### src/dp_pkg.sv
// shared types and constants for the datapath, imported by every RTL block
package dp_pkg;

    typedef logic [31:0] word_t;
    typedef logic [4:0]  reg_addr_t;
    typedef logic [29:0] mem_addr_t;
    typedef logic [3:0]  byte_en_t;
    typedef logic [3:0]  inst_class_t;
    typedef logic [3:0]  func_sel_t;

    // zero, carry, negative, overflow from msb down
    typedef logic [3:0]  flags_t;

    // instruction classes as issued by the control unit
    localparam inst_class_t CLS_LOAD   = 4'd0;
    localparam inst_class_t CLS_IMM    = 4'd1;
    localparam inst_class_t CLS_STORE  = 4'd2;
    localparam inst_class_t CLS_REG    = 4'd3;
    localparam inst_class_t CLS_LUI    = 4'd4;
    localparam inst_class_t CLS_AUIPC  = 4'd5;
    localparam inst_class_t CLS_BRANCH = 4'd6;
    localparam inst_class_t CLS_JALR   = 4'd7;
    localparam inst_class_t CLS_JAL    = 4'd8;

    // function select is {funct3, funct7 bit}
    localparam func_sel_t FS_ADD  = 4'b000_0;
    localparam func_sel_t FS_SUB  = 4'b000_1;
    localparam func_sel_t FS_SLL  = 4'b001_0;
    localparam func_sel_t FS_SLT  = 4'b010_0;
    localparam func_sel_t FS_SLTU = 4'b011_0;
    localparam func_sel_t FS_XOR  = 4'b100_0;
    localparam func_sel_t FS_SRL  = 4'b101_0;
    localparam func_sel_t FS_SRA  = 4'b101_1;
    localparam func_sel_t FS_OR   = 4'b110_0;
    localparam func_sel_t FS_AND  = 4'b111_0;

    // load/store width codes, same as funct3
    localparam logic [2:0] W_BYTE   = 3'd0;
    localparam logic [2:0] W_HALF   = 3'd1;
    localparam logic [2:0] W_WORD   = 3'd2;
    localparam logic [2:0] W_BYTE_U = 3'd4;
    localparam logic [2:0] W_HALF_U = 3'd5;

endpackage
### src/data_mem.sv
// word-addressed data memory, registered read and byte-lane write
`timescale 1ns/1ns

module data_mem #(
    parameter int MEM_WORDS = 128
) (
    input  logic              clk,
    input  dp_pkg::mem_addr_t addr,
    input  dp_pkg::byte_en_t  be,
    input  dp_pkg::word_t     wdata,
    output dp_pkg::word_t     rdata
);
    import dp_pkg::*;

    localparam int AW = $clog2(MEM_WORDS);

    word_t          mem [MEM_WORDS];
    logic [AW-1:0]  idx;

    // upper address bits wrap onto the array
    assign idx = addr[AW-1:0];

    always_ff @(posedge clk) begin
        for (int lane = 0; lane < 4; lane++) begin
            if (be[lane]) begin
                mem[idx][8*lane +: 8] <= wdata[8*lane +: 8];
            end
        end
    end

    // old contents come back when read and write share an edge
    always_ff @(posedge clk) begin
        rdata <= mem[idx];
    end

endmodule

### config.mk
export PLATFORM = sky130hd
export DESIGN_NAME = data_mem
export DESIGN_NICKNAME = d
export VERILOG_FILES = /design/src/dp_pkg.sv /design/src/data_mem.sv
export SDC_FILE = /design/constraint.sdc
export NUM_CORES = 2
export LEC_CHECK = 0
export ABC_CLOCK_PERIOD_IN_PS = 3200
export BUFFER_PORTS_ARGS = -buffer_cell sky130_fd_sc_hd__buf_4
export CAP_MARGIN = 20
export CORE_MARGIN = 5
export CORE_UTILIZATION = 44
export CTS_BUF_LIST = sky130_fd_sc_hd__clkbuf_4
export DETAILED_ROUTE_END_ITERATION = 8
export MAX_ROUTING_LAYER = met4
export PLACE_DENSITY = 0.59
export SYNTH_ARGS = -nofsm -noshare
export SYNTH_HDL_FRONTEND = slang
export SYNTH_SLANG_ARGS = --single-unit
### constraint.sdc
create_clock -name clk -period 3.2 [get_ports clk]
set_input_delay 0.32 -clock clk [delete_from_list [all_inputs] [get_ports clk]]
set_output_delay 0.32 -clock clk [all_outputs]
set_load 0.005 [all_outputs]
# After elaboration in Yosys (flattened, before gate mapping)
# Memory sizes are Yosys's and may differ from the RTL's. A register that Yosys moved wholly into a read port is not among the register bits.
# Cells that the tools add are included.
[totals] regBits=0 ramBits=4096 input_bits=67 out_inout_bits=32 mem_count=1
[mem_list] memory="mem" words=128 width=32 read_ports=1 rd_clocked_by_memory_dff=1 write_ports=1 line="data_mem.sv:17" text="word_t mem [MEM_WORDS];"
[op_classes] mux=8
[ops] cell="1-bit two-way mux" count=8

# Longest topological paths before layout
[depth] depth_word=2 depth_mapped=12 depth_no_buf=6

# Least setup slack after synthesis
# OpenSTA, ideal clock, no wires.
[synth_path] path_kind="input-to-reg" start="in addr[1]" end="mem mem[26][0] (netlist bit) (enable)" setup_time_ns=0.370 arrival_ns=2.453 required_time_ns=2.830 slack_ns=0.377 cell_stages=10 n_path_buf=8 path_cell_list="buf_2 buf_2 buf_2 buf_2 buf_2 clkbuf_1 clkbuf_1 nand2_1 clkbuf_1 nor2_1"
[synth_rtl] item="start, declared" line="data_mem.sv:8" text="input dp_pkg::mem_addr_t addr,"
[synth_rtl] item="end, declared" line="data_mem.sv:17"
# No word-level cell before the write port.

==> flow_summary.toml <==
[clocking]
cts.sinks = 4128
cts_max_level = 7
clockBufferDepth = 5
cts_buffers = 1139
cts_root_buffer = "clkbuf_4"
cts_tree = "done"
path_clk_slew_ns = 0.06
clock_latency_ns = 1.67

[setup_path]
cp_slowest_cell = "dlygate4sd3_1"
crit_chain = "dlygate4sd3_1 -> buf_4 -> dlygate4sd3_1 -> buf_12 -> nor3_2 -> dlygate4sd3_1 -> buf_4 -> a2111oi_0 -> o2111ai_1 -> or4_1"
r2r_start = "mem[8][19]"
slowest_delay_ns = 0.98
end_kind = "register"
crit_fanout = 24
crit_path_start = "addr[5]"
worst_ep_required_time_ns = 4.72
crit_top_cell = "dlygate4sd3_1"
path_class = "input pin to register"
cp.arrival_ns = 4.81
startpoint_type = "input pin"

[timing]
finalHoldViolCount = 0
setup_slack_ns = -0.09525
finalCriticalPeriod_ns = 3.295
grt_setup_unrepaired = "no"
worst_pin_slew_ns = 1.144
fmaxAchievable_ghz = 0.3035
skew_ns = 0.1413
finalMaxSlewViolations = 0
setup_tns_ns = -0.1521
setup_viol = 2
min_period_over_period_pct = 103.0
slew_headroom_pct = 23.48

[placed_design]
dp.cells = 15055
gp_congestion = 0.9140
place_ws_ns = -0.6116
io_buffers = 75
hpwl_mm = 347.5

[synth]
synth_cell_type_count = 64
syn-cell-area_um2 = 159900
synth_enable_flop_cells = 4096
synth_cells = 9595
synth_seq_cells = 4128
seq_area_frac_synth_pct = 77.32
ys.flop_type = "edfxtp_1"
avgSynthCellArea_um2 = 16.66
ys_async_sr_fraction_pct = 0
synth_nets = 9662
yosysWarnings = 0

[floorplan]
die_width_um = 612.8
die_height_um = 612.8
coreArea_um2 = 362200
start_util_pct = 44.14
fp-row-count = 221
io-pin-count = 99
die-area_um2 = 375600

[global_routing]
track_usage_pct = 30.03
first_global_vias = 104751
overflow = 0
antenna_found_initial = 49
grt_pass1_wl_mm = 774.5
grt_max_degree = 129

[detailed_routing]
wl_mm = 552.7
viasPerCell = 6.273
dr.pass1.iters = 9
drc_errors = 0
ant_nets = 0
first_iter_violations = 16448
routedWlPerCell_um = 32.45
via_count = 106829

[layout]
final_common_cell = "edfxtp_1"
final_cells = 17030
area_growth_pct = 19.91
nFillCells = 29410
mostFrequentLayoutCells = "edfxtp_1 (4096), clkbuf_4 (1624), buf_4 (1255)"
drive_above_1_share_pct = 30.17
final_nets = 11594

[min_path]
hold_class = "input pin to register"
min_from = "wdata[5]"

[power]
power.density_nw_per_um2 = 592.0
cellLeakagePower_nw = 64.03
max-vdd-ir-drop_v = 0.0004043

[run_status]
status = "complete, but fails checks"
violations = "setup timing"

[run]
max_cap_violations = 0
## flip-flops by register name, indices dropped and copies added (netlist names)
| signal | flops |
|---|---|
| mem | 4096 |
| rdata | 32 |
## final timing paths
check / endpoint / slack [ns] / cells past startpoint
worst min register to register: rdata[30] / 0.76 / 3
worst min-delay path: mem[25][5] / 0.18 / 2
worst max register to register: rdata[19] / 0.41 / 8
worst max-delay path: rdata[31] / -0.1 / 10
## stage by stage
step	total power, W	util, %	hold WS [ns]	area (µm²)
finish	0.1135	52.93	0.1827	191700
floorplan	0.06399	-	0.4189	159900
CTS	0.1141	52.90	0.00006939	191600
global route	0.1175	52.92	0.06867	191700
global placement	0.06863	48.74	0.6483	176600
detailed placement	0.06873	48.74	0.6953	176600
## where the power goes
group / total [W] / internal (W) / switching [W]
clock network: 0.0455 / 0.0245 / 0.0210
logic: 0.00810 / 0.00263 / 0.00547
registers: 0.0599 / 0.0597 / 0.000279
## final cells by class
type / instances / area [µm²] / share of cell area (%)
flip-flops and latches: 4128 / 123600 / 64.49
clock buffers: 1624 / 12190 / 6.359
clock inverters: 176 / 1174 / 0.6121
well taps: 4794 / 5998 / 3.128
multi-input cells: 4653 / 33140 / 17.29
diodes: 50 / 125.1 / 0.06526
repair buffers: 1598 / 15410 / 8.037
inverters: 7 / 46.29 / 0.02415
## synthesized netlist by cell type (8+ instances only)
master / n / area [µm²]
buf_4: 9 / 67.56
nor2_1: 656 / 2462
o21a_1: 19 / 142.6
a32o_1: 12 / 120.1
nand3b_1: 16 / 120.1
dfxtp_1: 32 / 640.6
o41a_1: 10 / 112.6
a21oi_1: 562 / 2813
a211o_1: 33 / 289.0
a221o_1: 105 / 1051
buf_1: 149 / 559.3
and3b_1: 19 / 166.4
nand2b_1: 25 / 156.4
o22ai_1: 166 / 1039
mux2i_1: 149 / 1491
nor4_1: 17 / 106.4
nor3b_1: 19 / 142.6
edfxtp_1: 4096 / 123000
nand3_1: 32 / 160.2
o21ai_0: 354 / 1772
nor2b_1: 41 / 256.5
a22oi_1: 671 / 5037
a2111oi_0: 10 / 87.58
o41ai_1: 21 / 183.9
o22a_1: 37 / 324.1
nand2_1: 301 / 1130
a211oi_1: 76 / 570.6
nand4_1: 8 / 50.05
a21o_1: 44 / 330.3
buf_2: 191 / 955.9
a222oi_1: 109 / 1091
o221ai_1: 70 / 613.1
o211ai_1: 30 / 225.2
clkbuf_1: 457 / 1715
or3b_2: 8 / 70.07
mux2_2: 340 / 3829
a221oi_1: 353 / 3092
a31oi_1: 20 / 125.1
mux4_2: 84 / 1892
o2bb2ai_1: 33 / 289.0
and3_1: 19 / 118.9
a22o_1: 38 / 332.8
nor3_1: 40 / 200.2
o32ai_1: 50 / 437.9
## routing by layer
layer | GRT usage [%] | vias to the layer above | routed length [µm] | part of all wire (%)
li1 | - | 43902 | - | -
met1 | 39.66 | 54197 | 211100 | 38
met2 | 44.67 | 7505 | 254900 | 46
met3 | 6.791 | 1225 | 62780 | 11
met4 | 13.62 | 0 | 23940 | 4.3
met5 | - | - | 0 | 0
## repair_timing
action	CTS	global route
resized for setup	3	1
buffers inserted	0	0
hold buffers	126	0
endpoints found under the hold margin	8224	0
setup endpoints to repair	3	2
## worst max-delay path, delay by kind of cell
kind | cells | cell delay, ns
and+or+nand+nor | 2 | 0.69
AOI/OAI and AO/OA | 2 | 0.64
buffers and inverters | 6 | 3.03
## cells by family (layout without fill, tap and decap cells)
group           count (synthesis)  in the layout  share of synthesized area [%]
simple gates                 1223           1223                          3.333
other cells                     0             50                              0
mux                           573            573                          4.510
flops                        4128           4128                          77.32
compound gates               2857           2857                          12.75
buf+inv                       814           3405                          2.086
Power figures use the tool's default switching activity.
