<file path="config.mk">
export PLATFORM = sky130hd
export DESIGN_NAME = load_store_unit
export DESIGN_NICKNAME = d
export VERILOG_FILES = /design/src/dp_pkg.sv /design/src/load_store_unit.sv
export SDC_FILE = /design/constraint.sdc
export NUM_CORES = 1
export LEC_CHECK = 0
export ABC_CLOCK_PERIOD_IN_PS = 2000
export BUFFER_PORTS_ARGS = -buffer_cell sky130_fd_sc_hd__buf_2
export CAP_MARGIN = 0
export CORE_MARGIN = 2
export CORE_UTILIZATION = 30
export DETAILED_ROUTE_END_ITERATION = 12
export GPL_TIMING_DRIVEN = 0
export HOLD_SLACK_MARGIN = 0.02
export PLACE_DENSITY = 0.81
export SYNTH_ARGS = -nofsm -noshare
export SYNTH_HDL_FRONTEND = slang
export SYNTH_SLANG_ARGS = --single-unit
</file>
<file path="constraint.sdc">
create_clock -name clk -period 2 [get_ports clk]
set_clock_uncertainty 0.05 [all_clocks]
set_input_delay 0.1 -clock clk [delete_from_list [all_inputs] [get_ports clk]]
set_output_delay 0.1 -clock clk [all_outputs]
set_load 0.01 [all_outputs]
</file>
<file path="src/dp_pkg.sv">
// shared types and constants for the datapath, imported by every RTL block
package dp_pkg;

    typedef logic [31:0] word_t;
    typedef logic [4:0]  reg_addr_t;
    typedef logic [29:0] mem_addr_t;
    typedef logic [3:0]  byte_en_t;
    typedef logic [3:0]  inst_class_t;
    typedef logic [3:0]  func_sel_t;

    // zero, carry, negative, overflow from msb down
    typedef logic [3:0]  flags_t;

    // instruction classes as issued by the control unit
    localparam inst_class_t CLS_LOAD   = 4'd0;
    localparam inst_class_t CLS_IMM    = 4'd1;
    localparam inst_class_t CLS_STORE  = 4'd2;
    localparam inst_class_t CLS_REG    = 4'd3;
    localparam inst_class_t CLS_LUI    = 4'd4;
    localparam inst_class_t CLS_AUIPC  = 4'd5;
    localparam inst_class_t CLS_BRANCH = 4'd6;
    localparam inst_class_t CLS_JALR   = 4'd7;
    localparam inst_class_t CLS_JAL    = 4'd8;

    // function select is {funct3, funct7 bit}
    localparam func_sel_t FS_ADD  = 4'b000_0;
    localparam func_sel_t FS_SUB  = 4'b000_1;
    localparam func_sel_t FS_SLL  = 4'b001_0;
    localparam func_sel_t FS_SLT  = 4'b010_0;
    localparam func_sel_t FS_SLTU = 4'b011_0;
    localparam func_sel_t FS_XOR  = 4'b100_0;
    localparam func_sel_t FS_SRL  = 4'b101_0;
    localparam func_sel_t FS_SRA  = 4'b101_1;
    localparam func_sel_t FS_OR   = 4'b110_0;
    localparam func_sel_t FS_AND  = 4'b111_0;

    // load/store width codes, same as funct3
    localparam logic [2:0] W_BYTE   = 3'd0;
    localparam logic [2:0] W_HALF   = 3'd1;
    localparam logic [2:0] W_WORD   = 3'd2;
    localparam logic [2:0] W_BYTE_U = 3'd4;
    localparam logic [2:0] W_HALF_U = 3'd5;

endpackage
</file>
<file path="src/load_store_unit.sv">
// byte lane steering for stores and extraction/extension of load data
`timescale 1ns/1ns

module load_store_unit (
    input  logic              clk,
    input  logic              rst,
    input  dp_pkg::word_t     addr,
    input  dp_pkg::word_t     store_data,
    input  logic [2:0]        width,
    input  logic              store,
    output dp_pkg::mem_addr_t mem_addr,
    output dp_pkg::byte_en_t  mem_be,
    output dp_pkg::word_t     mem_wdata,
    input  dp_pkg::word_t     mem_rdata,
    output dp_pkg::word_t     load_data
);
    import dp_pkg::*;

    logic [1:0] offset;
    logic [1:0] offset_q;
    logic [2:0] width_q;
    logic [7:0] ld_byte;
    logic [15:0] ld_half;

    assign offset   = addr[1:0];
    assign mem_addr = addr[31:2];

    // store path, data replicated so every lane holds the value
    always_comb begin
        case (width[1:0])
            W_BYTE[1:0]: mem_wdata = {4{store_data[7:0]}};
            W_HALF[1:0]: mem_wdata = {2{store_data[15:0]}};
            default:     mem_wdata = store_data;
        endcase
        if (!store)
            mem_be = 4'b0000;
        else if (width[1:0] == W_BYTE[1:0])
            mem_be = 4'b0001 << offset;
        else if (width[1:0] == W_HALF[1:0])
            mem_be = offset[1] ? 4'b1100 : 4'b0011;
        else
            mem_be = 4'b1111;
    end

    // offset and width line up with the registered memory read
    always_ff @(posedge clk or negedge rst) begin
        if (!rst) begin
            offset_q <= '0;
            width_q  <= W_WORD;
        end else begin
            offset_q <= offset;
            width_q  <= width;
        end
    end

    assign ld_byte = mem_rdata[8*offset_q +: 8];
    assign ld_half = offset_q[1] ? mem_rdata[31:16] : mem_rdata[15:0];

    always_comb begin
        case (width_q)
            W_BYTE:   load_data = {{24{ld_byte[7]}}, ld_byte};
            W_HALF:   load_data = {{16{ld_half[15]}}, ld_half};
            W_BYTE_U: load_data = {24'd0, ld_byte};
            W_HALF_U: load_data = {16'd0, ld_half};
            default:  load_data = mem_rdata;
        endcase
    end

    a_store_aligned : assert property (
        @(posedge clk) disable iff (!rst)
        store |-> ((width[1:0] != W_HALF[1:0] || !offset[0]) &&
                   (width[1:0] != W_WORD[1:0] || offset == 2'b00))
    ) else $error("misaligned store, width %0d offset %0d", width, offset);

endmodule

</file>
# ---- After elaboration in Yosys (flattened, before gate mapping)
# Cells that the tools add are included.
dict set report classes {
  eq_ne 4
  shifts 2
  n_mux 7
  reduce_logical 2
}
# cell n
set ops {}
lappend ops {{32-bit case mux with 4 select lines} 1}
lappend ops {{32-bit case mux with 2 select lines} 1}
lappend ops {{32-bit by 6-bit indexed part select with 8-bit output} 1}
lappend ops {{16-bit two-way mux} 1}
lappend ops {{4-bit two-way mux} 4}
lappend ops {{3-bit == test (second input constant)} 2}
lappend ops {{1-bit by 2-bit << shifter with 4-bit output (first input constant)} 1}
lappend ops {{3-bit by 1-bit == test with 1-bit output (second input constant)} 1}
lappend ops {{3-bit zero test} 1}
lappend ops {{2-bit by 1-bit == test with 1-bit output (second input constant)} 1}
lappend ops {{2-bit zero test} 1}
dict set report word_totals {
  reg_bits 5
  elab_cells 17
}

# ---- Logic depth before layout (Yosys ltp)
dict set report logic_depth {
  word_depth 4
  ltp_mapped 5
  ltp_nobuf 3
}

# ---- Worst setup path after synthesis
# No wires, ideal clock.
dict set report synth_path {
  path_kind {register -> output}
  from {reg offset_q[0]}
  to {out load_data[10]}
  arrival_ns 1.522
  t_required_ns 1.850
  setup_slack_ns 0.328
  path_stages_with_launch 6
  path_cell_list {dfrtp_1 > buf_6 > mux4_2 > and2_4 > buf_6 > a221o_1}
}
dict set report synth_between {
  elab_chain_cells 2
}
# element line_no
set synth_lines {}
lappend synth_lines {{start: declaration} load_store_unit.sv:20} ;# logic [1:0] offset_q;
lappend synth_lines {{start signal: assignment} load_store_unit.sv:51} ;# offset_q <= offset;
lappend synth_lines {{32-bit by 6-bit indexed part select with 8-bit output} load_store_unit.sv:56} ;# assign ld_byte = mem_rdata[8*offset_q +: 8];
lappend synth_lines {{32-bit case mux with 4 select lines} load_store_unit.sv:60} ;# case (width_q)
lappend synth_lines {{end: declaration} load_store_unit.sv:15} ;# output dp_pkg::word_t load_data
# No other way between the ends.

# ---- Final worst setup path
dict set report layout_path {
  from {reg offset_q[0]}
  to {out load_data[25]}
}
# The elaborated chain is that of the path after synthesis.

==> qor.yml <==
yosys:
  syn_nets: 319
  synth_warnings: 0
  syn_inst: 217
  ys_top_cells_by_count: "nand2_1, buf_4, mux2i_1"
  async_flop_share_pct: 100
  synth_area_leader_cell: "buf_4"
  syn_area_um2: 1620
  synth_top_cell_area_share_pct: 17.6
  synth_area_leaders: "buf_4, mux2i_1, mux2_2"
  synth_cell_types: 27
  yosysMostFrequentCell: "nand2_1"
  yosysSeqAreaShare_pct: 7.80
  yosys_most_used_dff: "dfrtp_1"
  ys_ff_latch: 5
  avgSynthCellArea_um2: 7.47
  synth_edf_count: 0
timing:
  rsz0062_at_grt: "yes"
  fmax_ghz: 0.501
  timing.slew.headroom_pct: 53.0
  setup_viol: 0
  period_share_pct: 99.9
  worstMarginPinSlew_ns: 0.703
  finalHoldViolCount: 0
  slew_violations: 0
  fin_crit_ns: 2.00
power_and_ir_drop:
  switching_share_pct: 38.6
  ir_drop_v: 0.000203
  p_comb_share_pct: 68.9
  p_sw_w: 0.000366
  seqPwrFrac_pct: 11.8
  leakage_nw: 1.55
  internal_power_w: 0.000582
  power_density_nw_per_um2: 350
  p_clk_share_pct: 19.3
clock_network:
  cts_tree: "built"
  clock_sinks: 5
  cts_max_level: 1
  cts_buffers: 3
  cts.path.max_buffers: 2
  root_buffer: "clkbuf_8"
  clkTransAtPathRegs_ns: 0.04
global_route:
  grt-ovfl-total: 0
  grt_pass1_wl_mm: 10.3
  grt_max_degree: 11
  track_usage_pct: 20.4
  grt_antenna_before_repair: 0
  grt_pass1_vias: 2290
place:
  place_congestion: 0.846
  port_buffers: 169
  dp_hpwl_mm: 5.47
  dp.cells: 456
outcome:
  status: "finished, final reports clean"
finish:
  nets: 499
  fin_cells: 466
  drive_gt1_share_pct: 62.6
  syn_to_final_growth_pct: 67.0
  final_util_pct: 52.3
  n_antenna_cell: 0
floorplan:
  start_util_pct: 31.3
  fp.coreArea_um2: 5170
  die_area_um2: 6000
  die_w_um: 77.5
  fp.dieH_um: 77.5
  rows: 26
  io_pins: 200
min_path:
  hold_path.class: "input pin to asynchronous set/reset pin"
detailed_routing:
  drc: 0
  drt_first_pass_iters: 6
  vias_per_cell: 4.77
  ant_nets: 0
  num_vias: 2224
  drt_iter0_drc: 58
  wire_per_inst_um: 14.2
  wirelength_mm: 6.60
setup_path:
  arrival_ns: 1.85
  path_delay_family: "multiplexers"
  endpoint_kind: "primary output"
  critPathMaxFanout: 10
  critical_path_buf_inv_count: 2
  cp-start-kind: "flip-flop"
  critical_path_class: "flip-flop to primary output"
  crit_path_top_delay_cell: "mux4_2"
  crit_chain: "mux4_2 -> a22oi_2 -> buf_6 -> nand2_1 -> buf_2"
  cpPeakStageDelay_ns: 0.56
  crit_required_ns: 1.85
job:
  cap_viol_max_count: 0
## power by group through the flow
stage	clock network [W]	registers, W	logic (W)
4_1_cts	0.000189	0.000112	0.000640
2_1_floorplan	0	0.000111	0.000357
3_5_place_dp	0	0.000111	0.000627
5_1_grt	0.000197	0.000113	0.000707
3_3_place_gp	0	0.000111	0.000621
6_report	0.000183	0.000112	0.000653
## registers in the layout (all words and copies together) (netlist names)
register and flops:
offset_q 2, width_q 3
## how the worst max path moves through the flow
| stage | startpoint | to | slack, ns | depth (start not counted) |
|---|---|---|---|---|
| after detailed placement | offset_q[0] | load_data[25] | 0.006 | 6 |
| final | offset_q[0] | load_data[25] | 0.002 | 5 |
| after global placement | offset_q[0] | load_data[31] | 0.03 | 6 |
| after CTS | offset_q[0] | load_data[16] | -0.03 | 6 |
| after global routing | offset_q[0] | load_data[31] | -0.05 | 5 |
| after floorplan | offset_q[0] | load_data[10] | 0.33 | 5 |
## stage by stage
stage / instance area, um^2 / setup TNS, ns / hold WS (ns) / total power, W / setup WS [ns]
2_1_floorplan: 1620 / 0 / -0.246 / 0.000468 / 0.328
3_5_place_dp: 2550 / 0 / -0.136 / 0.000738 / 0.00591
6_report: 2710 / 0 / 0.176 / 0.000948 / 0.00228
5_1_grt: 2710 / -0.503 / 0.205 / 0.00102 / -0.0548
3_3_place_gp: 2550 / 0 / -0.139 / 0.000732 / 0.0314
4_1_cts: 2670 / -0.241 / 0.186 / 0.000941 / -0.0276
## layout by cell type, fill, tap and decap left out, drive strengths merged, types with 10 or more instances in the layout
cell type,instances
buf,217
clkbuf,13
a21oi,10
nor2b,10
mux2,17
nand2,40
mux2i,22
## layout make-up
cell class / count / area, um^2
buffer: 54 / 360
clock buffer: 4 / 45.0
fill: 521 / 2470
inverter: 2 / 7.51
multi-input combinational: 153 / 1120
sequential: 5 / 126
tap: 70 / 87.6
timing repair buffer: 178 / 957
## what timing repair did
action	CTS	global route
resized for setup	1	16
setup buffers	3	0
hold endpoints to repair	10	0
pin swaps	1	2
endpoints found under the setup margin	24	20
hold buffers	6	0
## metal layers
metal	part of all wire (%)	track usage, %
met5	0	0
met4	0	3.21
met3	9.8	5.35
met2	53	39.7
met1	37	22.4
## cell families after synthesis
logic type      after synthesis  synth area share, %
simple gates                 67                 19.9
buf+inv                      59                 24.2
compound gates               46                 21.3
mux                          40                 26.8
flops                         5                 7.80
No activity file was read; power rests on OpenSTA's default activity.
