--- config.mk ---
export PLATFORM = sky130hd
export DESIGN_NAME = regfile
export DESIGN_NICKNAME = d
export VERILOG_FILES = /design/src/dp_pkg.sv /design/src/regfile.sv
export SDC_FILE = /design/constraint.sdc
export NUM_CORES = 2
export LEC_CHECK = 0
export ABC_AREA = 1
export BUFFER_PORTS_ARGS = -buffer_cell sky130_fd_sc_hd__buf_2
export CAP_MARGIN = 10
export CELL_PAD_IN_SITES_DETAIL_PLACEMENT = 0
export CELL_PAD_IN_SITES_GLOBAL_PLACEMENT = 1
export CORE_ASPECT_RATIO = 1.1
export CORE_MARGIN = 1
export CORE_UTILIZATION = 49
export DETAILED_ROUTE_END_ITERATION = 12
export HOLD_SLACK_MARGIN = 0.1
export PLACE_DENSITY_LB_ADDON = 0.08
export SLEW_MARGIN = 10
export SYNTH_ARGS = -nofsm -noshare
export SYNTH_HDL_FRONTEND = slang
export SYNTH_SLANG_ARGS = --single-unit
export TNS_END_PERCENT = 10
--- constraint.sdc ---
create_clock -name clk -period 3.1 [get_ports clk]
set_input_delay 0.31 -clock clk [delete_from_list [all_inputs] [get_ports clk]]
set_output_delay 0.31 -clock clk [all_outputs]
set_load 0.01 [all_outputs]
--- src/dp_pkg.sv ---
// shared types and constants for the datapath, imported by every RTL block
package dp_pkg;

    typedef logic [31:0] word_t;
    typedef logic [4:0]  reg_addr_t;
    typedef logic [29:0] mem_addr_t;
    typedef logic [3:0]  byte_en_t;
    typedef logic [3:0]  inst_class_t;
    typedef logic [3:0]  func_sel_t;

    // zero, carry, negative, overflow from msb down
    typedef logic [3:0]  flags_t;

    // instruction classes as issued by the control unit
    localparam inst_class_t CLS_LOAD   = 4'd0;
    localparam inst_class_t CLS_IMM    = 4'd1;
    localparam inst_class_t CLS_STORE  = 4'd2;
    localparam inst_class_t CLS_REG    = 4'd3;
    localparam inst_class_t CLS_LUI    = 4'd4;
    localparam inst_class_t CLS_AUIPC  = 4'd5;
    localparam inst_class_t CLS_BRANCH = 4'd6;
    localparam inst_class_t CLS_JALR   = 4'd7;
    localparam inst_class_t CLS_JAL    = 4'd8;

    // function select is {funct3, funct7 bit}
    localparam func_sel_t FS_ADD  = 4'b000_0;
    localparam func_sel_t FS_SUB  = 4'b000_1;
    localparam func_sel_t FS_SLL  = 4'b001_0;
    localparam func_sel_t FS_SLT  = 4'b010_0;
    localparam func_sel_t FS_SLTU = 4'b011_0;
    localparam func_sel_t FS_XOR  = 4'b100_0;
    localparam func_sel_t FS_SRL  = 4'b101_0;
    localparam func_sel_t FS_SRA  = 4'b101_1;
    localparam func_sel_t FS_OR   = 4'b110_0;
    localparam func_sel_t FS_AND  = 4'b111_0;

    // load/store width codes, same as funct3
    localparam logic [2:0] W_BYTE   = 3'd0;
    localparam logic [2:0] W_HALF   = 3'd1;
    localparam logic [2:0] W_WORD   = 3'd2;
    localparam logic [2:0] W_BYTE_U = 3'd4;
    localparam logic [2:0] W_HALF_U = 3'd5;

endpackage
--- src/regfile.sv ---
// 32-entry register file with two combinational reads and one clocked write port
`timescale 1ns/1ns

module regfile (
    input  logic              clk,
    input  logic              rst,
    input  dp_pkg::reg_addr_t rd_addr0,
    input  dp_pkg::reg_addr_t rd_addr1,
    output dp_pkg::word_t     rd_data0,
    output dp_pkg::word_t     rd_data1,
    input  logic              wr_en,
    input  dp_pkg::reg_addr_t wr_addr,
    input  dp_pkg::word_t     wr_data
);
    import dp_pkg::*;

    // x0 has no storage
    word_t regs [1:31];

    always_ff @(posedge clk or negedge rst) begin
        if (!rst) begin
            for (int i = 1; i < 32; i++) begin
                regs[i] <= '0;
            end
        end else if (wr_en && wr_addr != '0) begin
            regs[wr_addr] <= wr_data;
        end
    end

    assign rd_data0 = (rd_addr0 == '0) ? '0 : regs[rd_addr0];
    assign rd_data1 = (rd_addr1 == '0) ? '0 : regs[rd_addr1];

    // a write carries a known address and value
    a_wr_known : assert property (
        @(posedge clk) disable iff (!rst)
        wr_en |-> !$isunknown({wr_addr, wr_data})
    ) else $error("register write with an unknown address or data");

endmodule

---- Word-level counts from Yosys, hierarchy flattened ----
Cells that the tools add are included.
W data, S select, Z words.
storage, ports and cells
  logic and storage cells ................. 54
  flip-flop bits (word level) ............. 992
  input port bits ......................... 50
  output and inout bits ................... 64
cells by class
  reduce and logical (&&, ||, !) cells .... 5
  bitwise gates (word level) .............. 3
  muxes and demuxes ....................... 11
  magnitude comparators ................... 4
operators with widths
  kind                  count
  $bwmux W992           1
  $bmux W32 S5          2
  $mux W32              7
  $demux W32 S5         1
  $ge A6 B6 Y1 const B  3
  $not A5 Y6            3
  $logic_not A5 Y1      2
  $lt A6 B1 Y1 const B  1
  $reduce_bool A5 Y1    1
  $logic_and A1 B1 Y1   2

---- Longest topological paths before layout ----
  depth after elaboration ................. 6
  mapped depth ............................ 14
  depth with buffers taken out ............ 11

---- Least setup slack after synthesis ----
No wires, ideal clock.
  path type ............................... input-to-output
  start ................................... in rd_addr0[0]
  end ..................................... out rd_data0[5]
  cell stages on the path ................. 12
  required time ........................... 2,790 ps
  data arrival time ....................... 1,595 ps
  setup slack ............................. 1,195 ps
  path buffers ............................ 3
  cell sequence ........................... buf_2 inv_2 clkbuf_1 clkbuf_1 nand2_1 nand2_1 nand2_1 nand3_1 nand3_1 nand2_1 nand2_1 nand2_1
between the ends
  longest elaborated chain between the ends .. 5
  elaborated cells on any way between the ends .. 6
  those cells by class .................... mux (4); bitwise (1); reduce/logical (1)
ends and longest elaborated chain
  item                                         RTL line       source
  start: declaration                           regfile.sv:7   input dp_pkg::reg_addr_t rd_addr0,
  $not A5 Y6 (not written as such)             regfile.sv:30  assign rd_data0 = (rd_addr0 == '0) ? '0 : regs[rd_addr0];
  $bmux W32 S5                                 regfile.sv:30
  $mux W32 (not written as such) (2 in a row)  regfile.sv:30
  $mux W32 (*)                                 regfile.sv:30
  end: declaration                             regfile.sv:9   output dp_pkg::word_t rd_data0,
Mark *: on every way between the ends. The rest lies on a longest branch, timed or not. The select of a mux whose other input is x is not followed.

---- Worst setup path in the final report ----
  start ................................... in rd_addr0[1]
  end ..................................... out rd_data0[31]
Same word-level chain as after synthesis.

==> flow_metrics.py <==
metrics = {
    "worst_setup_path": {
        "crit_required_ps": 2790,
        "crit_path_end_kind": "output pin",
        "rrSetupSlack_ps": 2320,
        "timing.rr.start": "regs[598]",
        "cp_cell_sequence": "buf_8, nor2_4, buf_4, a21oi_1, nand3_1, nand3_1, nand2_1, nand2_1, nand2_1, buf_2",
        "critPathMaxStageDelay_ps": 610,
        "start_kind": "primary input",
        "timing.rr.end": "regs[598]",
        "crit_type": "in -> out",
        "cp_max_fo": 16,
        "cpMaxStageDelayCell": "nor2_4",
        "r2r_cells": 2,
        "cp_common_cell": "nand2_1",
        "crit_arrival_ps": 2500,
    },
    "place": {
        "port_buffers": 113,
        "placed_area_sq_um": 61300,
        "dp.final_hpwl_um": 145000,
        "globalplace.congestion": 0.903,
    },
    "min_path": {
        "hp-class": "in -> async",
    },
    "flow_run": {
        "cap_violations": 0,
    },
    "logic_synthesis": {
        "synth_area_per_cell_sq_um": 6.32,
        "synth_area_leader_cell": "dfrtp_1",
        "synth.most_common_cell": "nand2_1",
        "async_flop_share_pct": 100,
        "synth_cells": 9244,
        "synth_edf_count": 0,
        "yosys_warnings": 0,
        "syn_area_sq_um": 58500,
        "synth_cell_types": 15,
        "synthTopCellsByArea": "dfrtp_1, nand2_1, nand3_1",
        "yosys-top-cells-count": "nand2_1, nand3_1, dfrtp_1",
        "ys_ff_latch": 992,
        "synth_fp_nets": 9294,
        "yosys.area.top_type_share_pct": 42.5,
        "seq_area_frac_synth_pct": 42.5,
        "synth_flop_cell": "dfrtp_1",
    },
    "floorplan": {
        "start_util_pct": 49.5,
        "rows": 132,
        "io_pins": 114,
        "die_height_um": 364,
        "fp.dieArea_sq_um": 121000,
        "die_x_um": 331,
        "coreArea_sq_um": 118000,
    },
    "global_routing": {
        "antenna_found_initial": 12,
        "grt_pass1_vias": 56848,
        "grt_pass1_wl_um": 374000,
        "gr-usage-all-layers_pct": 41.6,
        "grt_overflow": 0,
        "grt_max_degree": 131,
    },
    "final_layout": {
        "top_regs": "regs x992",
        "syn2layout_area_growth_pct": 12.2,
        "drive_gt1_share_pct": 6.48,
        "regMostFlops": "regs",
        "largest_register_ffs": 992,
        "final_area_sq_um": 65600,
        "final_nets": 9114,
        "nFillCells": 11811,
    },
    "timing": {
        "period_minus_slack_ps": 2810,
        "finalHoldViolCount": 0,
        "finalSetupViolations": 0,
        "fin_setup_tns_ps": 0,
        "drv_slew": 0,
        "fin_crit_sh_pct": 90.6,
        "worst_pin_slew_ps": 1170,
        "max-slew-margin-rel_pct": 21.8,
        "rsz0062_at_grt": "false",
        "fmax_ghz": 0.356,
        "finClkSkew_ps": 0,
    },
    "power": {
        "power.density_nw_per_um2": 617,
        "peakVddDrop_v": 0.000532,
        "leakage_nw": 35.1,
    },
    "detailed_routing": {
        "routed_wirelength_um": 253000,
        "first_pass_iters": 6,
        "via_per_inst": 5.74,
        "ant_nets": 0,
        "num_vias": 61446,
        "drt_first_iter_violations": 8107,
        "drc": 0,
        "routedWlPerCell_um": 23.6,
    },
    "outcome": {
        "status": "completed",
    },
    "clock_network": {
        "clk_latency_ps": 750,
        "cts_htree_levels": 3,
        "cts.sink_count": 992,
        "numCtsBuffers": 114,
        "clk_pin_slew_ps": 60,
        "ctsResizeCount": 0,
        "clockBufferDepth": 3,
        "cts_tree": "yes",
        "root_buffer": "clkbuf_16",
    },
}
## logic make-up (layout without fill, tap and decap cells)
group / count (synthesis) / after routing / synth area share [%]
and+or+nand+nor: 5933 / 5933 / 40.6
buffers and inverters: 1515 / 1435 / 10.0
DFF: 992 / 992 / 42.5
AOI/OAI and AO/OA: 804 / 804 / 6.88
other: 0 / 6 / 0
## worst max-delay path: cells and delay by family
family | cells | cell delay (ps)
AOI/OAI and AO/OA | 1 | 120
and+or+nand+nor | 6 | 1190
buffers and inverters | 3 | 840
## per-layer routing
metal	track usage, %	wire [um]	up-vias
met5	0	95	-
met4	21.2	13500	10
met3	8.29	27700	738
met2	64.6	110000	3517
met1	55.2	101000	29092
li1	-	-	28089
## cells in the final DEF, fill, tap and decap left out, types with 5 or more instances in the layout
cell type      Yosys  final
a21oi_1          219    219
buf_12             0     74
buf_2            149    104
buf_4              0    143
buf_8              0      5
bufinv_16          0     12
clkbuf_1         445     17
clkbuf_16          0    114
clkbuf_8           0     31
clkinv_2           0     23
clkinvlp_4         0     10
dfrtp_1          992    992
diode_2            0      6
dlygate4sd3_1      0     33
inv_1            845    840
inv_2             14     12
inv_6              0      7
nand2_1         4578   4554
nand2_2            0     12
nand2_4            0     12
nand3_1         1156   1152
nor2_1           189    172
nor2_4             0     19
nor3_1             6      6
o21ai_0          570    570
o21ai_1           15     15
## how the worst max path moves through the flow
stage                    to  slack [ps]        start
3_5_place_dp   rd_data0[31]         420  rd_addr0[1]
6_report       rd_data0[31]         290  rd_addr0[1]
3_3_place_gp   rd_data0[31]         420  rd_addr0[1]
5_1_grt        rd_data0[31]         320  rd_addr0[1]
4_1_cts        rd_data0[31]         410  rd_addr0[1]
2_1_floorplan   rd_data0[5]        1200  rd_addr0[0]
## layout make-up
class                   instances  area [sq um]  area share (%)
diodes                          6          15.0          0.0229
clock buffers                 162          3340            5.10
clock inverters                54           637           0.971
inverters                     859          3260            4.98
multi-input cells            6737         28100            42.8
flip-flops and latches        992         24800            37.9
well taps                    1541          1930            2.94
repair buffers                360          3490            5.33
## timing repair
item	CTS	global route
hold endpoints to repair	856	0
hold buffers	33	0
setup buffers	0	0
## power breakdown
part | switching (mW) | internal, mW | total, mW
Clock | 6.02 | 8.49 | 14.5
Combinational | 5.71 | 2.99 | 8.69
Sequential | 1.85 | 15.4 | 17.3
## per-stage QoR
stage | setup WS (ps) | hold WS, ps | utilization, % | cells | power, mW
2_1_floorplan | 1200 | 14.4 | - | 9244 | 22.9
3_3_place_gp | 425 | 336 | 51.9 | 10456 | 25.7
3_5_place_dp | 421 | 343 | 51.9 | 10456 | 25.9
4_1_cts | 410 | 145 | 55.5 | 10705 | 40.4
5_1_grt | 315 | 191 | 55.5 | 10706 | 42.6
6_report | 291 | 165 | 55.5 | 10711 | 40.5
Power figures use the tool's default switching activity.
