<file path="src/dp_pkg.sv">
// shared types and constants for the datapath, imported by every RTL block
package dp_pkg;

    typedef logic [31:0] word_t;
    typedef logic [4:0]  reg_addr_t;
    typedef logic [29:0] mem_addr_t;
    typedef logic [3:0]  byte_en_t;
    typedef logic [3:0]  inst_class_t;
    typedef logic [3:0]  func_sel_t;

    // zero, carry, negative, overflow from msb down
    typedef logic [3:0]  flags_t;

    // instruction classes as issued by the control unit
    localparam inst_class_t CLS_LOAD   = 4'd0;
    localparam inst_class_t CLS_IMM    = 4'd1;
    localparam inst_class_t CLS_STORE  = 4'd2;
    localparam inst_class_t CLS_REG    = 4'd3;
    localparam inst_class_t CLS_LUI    = 4'd4;
    localparam inst_class_t CLS_AUIPC  = 4'd5;
    localparam inst_class_t CLS_BRANCH = 4'd6;
    localparam inst_class_t CLS_JALR   = 4'd7;
    localparam inst_class_t CLS_JAL    = 4'd8;

    // function select is {funct3, funct7 bit}
    localparam func_sel_t FS_ADD  = 4'b000_0;
    localparam func_sel_t FS_SUB  = 4'b000_1;
    localparam func_sel_t FS_SLL  = 4'b001_0;
    localparam func_sel_t FS_SLT  = 4'b010_0;
    localparam func_sel_t FS_SLTU = 4'b011_0;
    localparam func_sel_t FS_XOR  = 4'b100_0;
    localparam func_sel_t FS_SRL  = 4'b101_0;
    localparam func_sel_t FS_SRA  = 4'b101_1;
    localparam func_sel_t FS_OR   = 4'b110_0;
    localparam func_sel_t FS_AND  = 4'b111_0;

    // load/store width codes, same as funct3
    localparam logic [2:0] W_BYTE   = 3'd0;
    localparam logic [2:0] W_HALF   = 3'd1;
    localparam logic [2:0] W_WORD   = 3'd2;
    localparam logic [2:0] W_BYTE_U = 3'd4;
    localparam logic [2:0] W_HALF_U = 3'd5;

endpackage
</file>
<file path="src/function_unit.sv">
// combinational ALU for the datapath, op chosen by {funct3, funct7 bit}
`timescale 1ns/1ns

module function_unit (
    input  dp_pkg::word_t     a,
    input  dp_pkg::word_t     b,
    input  dp_pkg::func_sel_t fs,
    output dp_pkg::word_t     s,
    output dp_pkg::flags_t    flags
);
    import dp_pkg::*;

    logic        sub;
    logic        arith;
    word_t       b_eff;
    logic [32:0] sum;
    logic [4:0]  shamt;
    logic        carry;
    logic        ovf;

    assign sub   = (fs == FS_SUB);
    assign arith = (fs == FS_ADD) || sub;

    // subtract as a + ~b + 1
    assign b_eff = sub ? ~b : b;
    assign sum   = {1'b0, a} + {1'b0, b_eff} + {32'd0, sub};
    assign shamt = b[4:0];

    always_comb begin
        case (fs)
            FS_ADD,
            FS_SUB:  s = sum[31:0];
            FS_SLL:  s = a << shamt;
            FS_SLT:  s = {31'd0, $signed(a) < $signed(b)};
            FS_SLTU: s = {31'd0, a < b};
            FS_XOR:  s = a ^ b;
            FS_SRL:  s = a >> shamt;
            FS_SRA:  s = $signed(a) >>> shamt;
            FS_OR:   s = a | b;
            FS_AND:  s = a & b;
            default: s = '0;
        endcase
    end

    // carry and overflow only mean something on add/sub
    assign carry = arith & sum[32];
    assign ovf   = arith & (a[31] == b_eff[31]) & (sum[31] != a[31]);

    assign flags = {(s == '0), carry, s[31], ovf};

endmodule

</file>
<file path="config.mk">
export PLATFORM = sky130hd
export DESIGN_NAME = function_unit
export DESIGN_NICKNAME = d
export VERILOG_FILES = /design/src/dp_pkg.sv /design/src/function_unit.sv
export SDC_FILE = /design/constraint.sdc
export NUM_CORES = 1
export LEC_CHECK = 0
export BUFFER_PORTS_ARGS = -buffer_cell sky130_fd_sc_hd__clkbuf_2
export CORE_MARGIN = 4
export CORE_UTILIZATION = 25
export DETAILED_ROUTE_END_ITERATION = 8
export GPL_ROUTABILITY_DRIVEN = 0
export SKIP_LAST_GASP = 1
export SYNTH_ARGS = -nofsm -noshare
export SYNTH_HDL_FRONTEND = slang
export SYNTH_SLANG_ARGS = --single-unit
</file>
<file path="constraint.sdc">
create_clock -name vclk -period 10.3
set_input_delay 1.545 -clock vclk [all_inputs]
set_output_delay 1.545 -clock vclk [all_outputs]
set_load 0.03 [all_outputs]
</file>
### After elaboration in Yosys (flattened, before gate mapping)

Cells that the tools add are included.

* add/subtract/negate cells: 2
* equal/unequal tests: 11
* order comparisons: 2
* multiply operators: 0
* reductions and logical operators: 4
* div/mod/pow operators: 0
* multiplexer cells: 2
* bitwise operators: 7
* shifts and indexed selects: 3

Operator list (number)
* one-hot mux 32 bit (9 select lines): 1
* less-than comparator 32 bit: 2
* adder 32 x 32 -> 33 bit: 1
* adder 33 x 1 -> 33 bit: 1
* AND 32 bit: 1
* zero test 32 bit: 1
* two-way mux 32 bit: 1
* NOT 32 bit: 1
* OR 32 bit: 1
* << shifter 32 x 5 -> 32 bit: 1
* right shift 32 x 5 -> 32 bit: 1
* >>> shifter 32 x 5 -> 32 bit: 1
* bitwise XOR 32 bit: 1
* == test 4 bit (second input constant): 5
* == test 4 x 3 -> 1 bit (second input constant): 2
* == test 4 x 1 -> 1 bit (second input constant): 1
* == test 4 x 2 -> 1 bit (second input constant): 1
* zero test 4 bit: 1
* AND 1 bit: 3
* OR reduction 2 bit: 1
* == test 1 bit: 1
* logical OR 1 bit: 1
* != test 1 bit: 1

* RAM bits: 0
* bits in latches: 0
* memories: 0
* bits of input ports: 68
* bits in read-only memories: 0
* output and inout port bits: 36
* word-level logic and storage cells: 31
* bits in registers: 0

### Logic depth before layout (Yosys ltp)

Gate-level depths: netlist of the first run.

* word-level depth: 6
* depth in mapped cells: 21
* depth with buffers taken out: 15

### Worst setup path before layout of the first run

OpenSTA, ideal clock, no wires.

* path type: input port to output port
* from: in fs[1]
* to: out flags[3]
* setup slack: 1907 ps
* arrival: 6848 ps
* required time: 8755 ps
* stages on the path: 20
* buffers on the path: 6
* cells stage by stage: clkbuf_1 clkbuf_1 nor3_1 clkbuf_1 and2_1 clkbuf_1 buf_1 xnor2_1 ha_1 clkbuf_1 o21ai_0 a21oi_1 a211oi_1 nand4b_1 a31o_2 o311ai_0 nor4_1 nand4b_1 nor3_1 and4b_1

* longest elaborated chain between the ends: 6
* elaborated cells between the ends (all ways): 16
* classes of those cells: 2 x add/sub; 9 x eq/ne; 2 x mux; 3 x reduce/logical

RTL lines
* start: declaration: line function_unit.sv:7 `input dp_pkg::func_sel_t fs,`
* == test 4 x 1 -> 1 bit: line function_unit.sv:21, function_unit.sv:30
* two-way mux 32 bit: line function_unit.sv:25 `assign b_eff = sub ? ~b : b;`
* adder 32 x 32 -> 33 bit: line function_unit.sv:26 `assign sum = {1'b0, a} + {1'b0, b_eff} + {32'd0, sub};`
* adder 33 x 1 -> 33 bit: line function_unit.sv:26
* one-hot mux 32 bit (9 select lines) (*): line function_unit.sv:30 `case (fs)`
* via s[26]: line function_unit.sv:8 `output dp_pkg::word_t s,`
* zero test 32 bit (*): line function_unit.sv:49 `assign flags = {(s == '0), carry, s[31], ovf};`
* end: declaration: line function_unit.sv:9 `output dp_pkg::flags_t flags`

Mark *: on every way through the listed nets, which the timed path passes. The rest lies on a longest branch.

### Worst setup path after layout of the first run

* from: in fs[3]
* to: out flags[3]

* longest elaborated chain between the ends: 6
* elaborated cells between the ends (all ways): 16
* classes of those cells: 2 x add/sub; 9 x eq/ne; 2 x mux; 3 x reduce/logical

RTL lines (line)
* == test 4 x 1 -> 1 bit: function_unit.sv:21, function_unit.sv:30
* two-way mux 32 bit: function_unit.sv:25
* adder 32 x 32 -> 33 bit: function_unit.sv:26
* adder 33 x 1 -> 33 bit: function_unit.sv:26
* one-hot mux 32 bit (9 select lines) (*): function_unit.sv:30
* zero test 32 bit (*): function_unit.sv:49

Mark *: on every way between the ends. The rest lies on a longest branch, timed or not.

==> results.yml, run 1 <==
status:
  status: "finished clean"
floorplan:
  core-area_sq_um: 34600
  die_area_sq_um: 38200
  io_pins: 104
  die_x_um: 196
  die_h_um: 196
  rows: 68
  initial_core_util_pct: 25.4
yosys:
  netlist_area_sq_um: 8790
  ys_types: 86
  yosysTopAreaCell: "ha_1"
  yosysWarnings: 0
  synth_top_area_share_pct: 18.2
  synth_area_leaders: "ha_1 18%, mux4_2 12%, mux2i_1 4.8%"
  synth_nets: 1376
  seq_area_frac_synth_pct: 0
  post_synth.cell_area_avg_sq_um: 7.46
  syn_inst: 1179
final_layout:
  layout-drive-gt1-share_pct: 17.8
  multi_input_area_sq_um: 8030
  regArea_sq_um: 0
  utilization_pct: 27.6
  n_antenna_cell: 0
  synthToLayoutAreaGrowth_pct: 8.77
  seq_cell_count: 0
  fill_cells: 3760
  nets: 1400
  clock_buffers: 0
setup_path:
  start_kind: "primary input"
  crit_type: "in2out"
  cp-end-kind: "primary output"
  slowest_delay_ns: 0.56
  cp.required_ns: 8.76
  cp_data_arrival_time_ns: 6.58
  worst-path-max-fanout: 21
  cp_common_cell: "nor3_1"
  path_cells: "clkbuf_2 -> nor3_2 -> buf_4 -> and2_2 -> buf_4 -> xnor2_1 -> ha_1 -> nand4_1 -> nor3_1 -> nand2_1 -> a2111oi_0 -> nor3_1 -> xor2_1 -> o21ai_1 -> or4_1 -> nor3_1 -> and4b_1 -> clkbuf_2"
  slowest_stage: "a2111oi_0"
min_path:
  hold_path_class: "in2out"
grt:
  track_usage_pct: 19.1
  grt_pass1_vias: 9457
  grt_pass1_wl_um: 58800
  antenna_found_initial: 1
  grt.overflow.total: 0
  grt_start_max_net_pins: 61
sta:
  finalMaxSlewViolations: 0
  fin_crit_ns: 8.12
  rsz0062_at_grt: "false"
  tightest_slew_ns: 1.04
  tns_ns: 0
  setup_violations: 0
  slew_headroom_pct: 30.8
  final-hold-violation-count: 0
  fin_ws_ns: 2.18
  fin_crit_sh_pct: 78.9
  fmax_mhz: 123
detailed_routing:
  vias: 10100
  wire_per_inst_um: 23.5
  firstDrtPassIters: 7
  route.met3.wl_um: 4750
  drt_iter0_markers: 1524
  ant_nets: 0
  avgViaCountPerCell: 6.09
  wl_met1_um: 15300
  route.detailed.drc: 0
  dr_wl_met2_um: 17300
  top_layer_used: "met5"
  wirelength_um: 38900
place:
  io_buffers: 104
  dp_hpwl_um: 30500
  pre_cts_ws_ns: 2.22
clock_network:
  cts_setup_buffers: 0
  ctsResizeCount: 0
  hold_buffers: 0
power:
  finalPower_uw: 557
  power.density_nw_per_um2: 58.2
  leakagePower_nw: 4.14
  vdd_drop_max_mv: 0.0229
run:
  maxCapViolCount: 0
[power by group]
part	switching, mW	internal [mW]	total [mW]
sequential	0	0	0
clock	0	0	0
combinational	0.361	0.196	0.557
[stage by stage]
step,cell area (sq um),hold slack (ns),std cells
after floorplan,8790,3.44,1179
after global routing,9560,3.78,1656
after detailed placement,9560,3.77,1656
after CTS,9560,3.77,1656
after global placement,9560,3.76,1656
final,9560,3.77,1656
[worst paths after layout]
kind                       end   from  slack, ns  cells after the start
worst min-delay path      s[8]   b[8]       3.77                      5
worst max-delay path  flags[3]  fs[3]       2.18                     18
[Yosys cell counts, types with 7 or more instances]
cell type / number
buf_2: 16
nor2_1: 96
nand4_1: 14
nand3_1: 30
nor4_1: 11
and2_1: 9
clkbuf_1: 56
nand2b_1: 12
o21ai_0: 60
mux2i_1: 42
o21bai_1: 7
a21oi_1: 69
o211ai_1: 16
mux2_2: 20
xor2_1: 11
a22oi_1: 12
mux4_2: 46
nand2_1: 103
a221oi_1: 26
inv_1: 89
and3_1: 7
a21o_1: 12
o31ai_1: 8
buf_1: 13
nor3_1: 25
a211oi_1: 16
ha_1: 128
a31oi_1: 9
o22ai_1: 20
xnor2_1: 38
o221ai_1: 11
[layout make-up]
| type | instances | area share [%] |
|---|---|---|
| Tap cell | 455 | 5.95 |
| Timing Repair Buffer | 118 | 6.57 |
| Multi-Input combinational cell | 994 | 84.0 |
| Inverter | 89 | 3.49 |
[cells by family (layout without fill, tap and decap cells)]
logic type,after synthesis,after routing,synth area share (%)
compound gates,351,351,28.1
simple gates,351,351,19.4
buf+inv,185,207,8.85
fa+ha+maj,129,129,18.4
mux,114,114,20.4
xor+xnor,49,49,4.88
[routing by layer]
| layer | track usage (%) | vias to the layer above |
|---|---|---|
| li1 | - | 4492 |
| met1 | 25.7 | 4783 |
| met2 | 30.7 | 685 |
| met3 | 4.33 | 119 |
| met4 | 5.35 | 2 |
| met5 | 0 | - |
[placed cells by master, fill, tap and decap left out, drive strengths merged, types with 12 or more instances in the layout]
master	synthesis	routed
ha	128	128
nand2	103	103
clkbuf	56	103
nor2	96	96
inv	89	89
a21oi	69	69
o21ai	62	62
mux4	47	47
mux2i	43	43
xnor2	38	38
nand3	31	31
a221oi	27	27
nor3	25	25
mux2	24	24
o22ai	21	21
o211ai	17	17
a211oi	16	16
buf	40	15
nand4	14	14
o221ai	13	13
a22oi	12	12
nand2b	12	12
a21o	12	12
[critical path, delay by kind of cell]
family                     cells  cell delay, ns
AOI/OAI and AO/OA              2            0.66
adders and majority gates      1            0.49
xor gates and xnor gates       2            0.30
and+or+nand+nor                9            2.44
buffers and inverters          4            1.10
(Power assumes the default switching activity.)
==> inputs of run 2 (changes only) <==
clock period = 7.6 ns   (was 10.3 ns; I/O delays follow)
==> results.yml, run 2 (synthesis results as in run 1) <==
status:
  status: "finished clean"
grt:
  grt_pass1_vias: 9699
  grt.overflow.total: 0
  grt_pass1_wl_um: 59600
  antenna_found_initial: 0
  track_usage_pct: 19.3
  grt_start_max_net_pins: 53
setup_path:
  cp.depth: 17
  cp.required_ns: 6.46
  cp_data_arrival_time_ns: 5.90
  cp-end-kind: "primary output"
  crit_path_end: "flags[3]"
  startpoint: "fs[3]"
  crit_type: "in2out"
  worst-path-buf-inv: 3
  timing.critical_path.max_delay_family: "simple AND/OR/NAND/NOR gates"
  slowest_delay_ns: 0.53
  path_cells: "clkbuf_2 -> nor3_2 -> and2_2 -> xnor2_1 -> inv_1 -> fa_1 -> nand2b_1 -> a211oi_1 -> o21ai_0 -> nand4b_1 -> a31o_2 -> o311ai_0 -> nor4_1 -> nand4b_1 -> nor3_1 -> and4b_1 -> clkbuf_2"
  slowest_stage: "and2_2"
  start_kind: "primary input"
  worst-path-max-fanout: 17
final_layout:
  fin_cells: 1665
  nets: 1408
  final_common_cell: "ha_1"
  layout-drive-gt1-share_pct: 18.4
  final_cell_mix: "128 x ha_1, 103 x nand2_1, 103 x clkbuf_2"
  regArea_sq_um: 0
  synthToLayoutAreaGrowth_pct: 9.76
  clock_buffers: 0
  seq_cell_count: 0
  utilization_pct: 27.9
detailed_routing:
  wirelength_um: 39100
  drt_iter0_markers: 1471
  avgViaCountPerCell: 6.11
  dr_wl_met2_um: 17400
  wl_met1_um: 15700
  wire_per_inst_um: 23.5
  vias: 10200
  top_layer_used: "met4"
  ant_nets: 0
  firstDrtPassIters: 5
  route.met3.wl_um: 4440
  route.detailed.drc: 0
place:
  dp_hpwl_um: 30900
  dp_cells: 1664
  pre_cts_ws_ns: 0.692
  io_buffers: 104
sta:
  finalMaxSlewViolations: 0
  fin_crit_sh_pct: 92.6
  fin_crit_ns: 7.04
  fin_ws_ns: 0.561
  slew_headroom_pct: 32.8
  fmax_mhz: 142
  final-hold-violation-count: 0
  rsz0062_at_grt: "false"
  tightest_slew_ns: 1.00
  setup_violations: 0
  tns_ns: 0
run:
  maxCapViolCount: 0
power:
  leakagePower_nw: 4.18
  finalPower_uw: 756
  power.density_nw_per_um2: 78.4
  vdd_drop_max_mv: 0.0357
floorplan:
  core-area_sq_um: 34600
  initial_core_util_pct: 25.4
  rows: 68
  die_h_um: 196
  die_x_um: 196
  die_area_sq_um: 38200
  io_pins: 104
min_path:
  hold_path_class: "in2out"
clock_network:
  cts_setup_buffers: 0
  hold_buffers: 0
  ctsResizeCount: 0
run 2: cell types whose count changed in the layout (fill, tap and decap cells not counted):
cell / change
buf_12: +2
buf_4: +6
diode_2: +1
run 2: tightest hold or removal path, stage by stage:
cell and delay [ns]:
clkbuf_2 0.09, ha_1 0.14, a221oi_1 0.11, o211ai_2 0.09
clkbuf_2 0.23
run 2: metrics by stage:
| stage | cell area [sq um] | hold slack, ns |
|---|---|---|
| floorplan | 8790 | 2.63 |
| detailed placement | 9650 | 2.94 |
| global route | 9650 | 2.99 |
| finish | 9650 | 2.94 |
| CTS | 9650 | 2.94 |
| global placement | 9650 | 2.94 |
run 2: final cells by class:
cell class	count	area, sq um
Timing Repair Buffer	126	713
Tap cell	455	569
Multi-Input combinational cell	994	8030
Fill cell	3778	25000
Inverter	89	334
Antenna cell	1	2.50
run 2: how the worst min path moves through the flow:
stage                     depth (start not counted)  start    to
after detailed placement                          5   b[6]  s[6]
after global placement                            5   b[6]  s[6]
after floorplan                                   3   b[6]  s[6]
final                                             5   b[6]  s[6]
after global routing                              5   b[6]  s[6]
after CTS                                         5   b[6]  s[6]
run 2: report_power, final:
group | leakage (nW) | switching [mW] | internal, mW | total, mW
Sequential | 0 | 0 | 0 | 0
Combinational | 4.18 | 0.487 | 0.269 | 0.756
Clock | 0.00000566 | 0 | 0.0000000173 | 0.0000000173
run 2: metal layers:
| layer | GRT usage, % | vias to the layer above |
|---|---|---|
| met4 | 5.38 | 0 |
| met2 | 30.9 | 651 |
| li1 | - | 4515 |
| met3 | 4.40 | 131 |
| met1 | 25.9 | 4882 |
| met5 | 0 | - |
==> inputs of run 3 (changes only) <==
ABC_CLOCK_PERIOD_IN_PS = 7600   (was default)
RECOVER_POWER = 50   (was default)
==> results.yml, run 3 (synthesis results as in run 1) <==
detailed_routing:
  avgViaCountPerCell: 6.10
  drt_iter0_markers: 1494
  wirelength_um: 39100
  ant_nets: 0
  vias: 10200
  firstDrtPassIters: 6
  route.detailed.drc: 0
  wire_per_inst_um: 23.5
clock_network:
  cts_setup_buffers: 0
  ctsResizeCount: 0
  hold_buffers: 0
power:
  leakagePower_nw: 4.14
  power.density_nw_per_um2: 78.2
  pwr-share-seq_pct: 0
  vdd_drop_max_mv: 0.0347
  p_sw_share_pct: 64.6
  p_int_uw: 267
  p_clk_share_pct: 0
  switchingPower_uw: 487
  pwr-share-comb_pct: 100.0
setup_path:
  cp_data_arrival_time_ns: 6.00
  worst-path-max-fanout: 17
  cp.required_ns: 6.46
  crit_type: "in2out"
  start_kind: "primary input"
  cp-end-kind: "primary output"
final_layout:
  layout-drive-gt1-share_pct: 17.2
  regArea_sq_um: 0
  clock_buffers: 0
  fin_cells: 1665
  synthToLayoutAreaGrowth_pct: 9.56
  nets: 1408
  final_cell_mix: "128 x ha_1, 103 x nand2_1, 96 x nor2_1"
  final_common_cell: "ha_1"
  seq_cell_count: 0
run:
  maxCapViolCount: 0
floorplan:
  rows: 68
  core-area_sq_um: 34600
  io_pins: 104
  initial_core_util_pct: 25.4
  die_h_um: 196
  die_area_sq_um: 38200
  die_x_um: 196
sta:
  setup_violations: 0
  slew_headroom_pct: 29.8
  tns_ns: 0
  fin_crit_sh_pct: 93.9
  finalMaxSlewViolations: 0
  final-hold-violation-count: 0
  fin_crit_ns: 7.14
  fin_ws_ns: 0.462
  rsz0062_at_grt: "false"
  tightest_slew_ns: 1.05
  fmax_mhz: 140
min_path:
  hold_path_class: "in2out"
place:
  dp_hpwl_um: 30900
  dp_cells: 1664
  pre_cts_ws_ns: 0.692
  io_buffers: 104
grt:
  track_usage_pct: 19.3
  antenna_found_initial: 0
  grt_start_max_net_pins: 53
  grt_pass1_vias: 9699
  grt_pass1_wl_um: 59600
  grt.overflow.total: 0
status:
  status: "finished clean"
run 3: cell count changes in the layout (fill, tap and decap cells not counted):
cell | previous run | this run
clkbuf_2 | 103 | 89
clkbuf_1 | 0 | 14
run 3: area by class of cell:
type,count,area (sq um)
fill,3791,25000
multi-input combinational,994,8030
timing repair buffer,126,696
tap,455,569
inverter,89,334
antenna,1,2.50
run 3: worst paths after layout:
path                  startpoint       end  slack [ns]  depth (start not counted)
worst min-delay path       b[28]     s[28]        3.00                          5
worst max-delay path       fs[3]  flags[3]        0.46                         17
run 3: stage by stage:
step	hold slack [ns]	utilization [%]	cell area (sq um)	total power [mW]
after floorplan	2.63	-	8790	0.505
after global placement	2.94	27.9	9650	0.726
after detailed placement	2.94	27.9	9650	0.732
after CTS	2.94	27.9	9650	0.736
after global routing	3.02	27.8	9630	0.806
final	3.00	27.8	9630	0.753
run 3: per-layer routing:
| metal | vias up | track usage, % | routed length [um] |
|---|---|---|---|
| met3 | 129 | 4.40 | 4450 |
| met5 | - | 0 | 0 |
| li1 | 4508 | - | - |
| met1 | 4862 | 25.9 | 15700 |
| met2 | 660 | 30.9 | 17400 |
| met4 | 0 | 5.38 | 1540 |
run 3: power by group through the flow:
| stage | registers, mW | clock network (mW) | logic [mW] |
|---|---|---|---|
| 2_1_floorplan | 0 | 0 | 0.505 |
| 3_3_place_gp | 0 | 0 | 0.726 |
| 3_5_place_dp | 0 | 0 | 0.732 |
| 4_1_cts | 0 | 0 | 0.736 |
| 5_1_grt | 0 | 0 | 0.806 |
| 6_report | 0 | 0.0000000180 | 0.753 |
run 3: worst max-delay path, stage by stage:
cell and delay, ns:
clkbuf_1 0.27, nor3_2 0.28, and2_2 0.53, xnor2_1 0.21
inv_1 0.08, fa_1 0.43, nand2b_1 0.19, a211oi_1 0.47
o21ai_0 0.31, nand4b_1 0.29, a31o_2 0.22, o311ai_0 0.22
nor4_1 0.44, nand4b_1 0.15, nor3_1 0.28, and4b_1 0.24
clkbuf_2 0.22
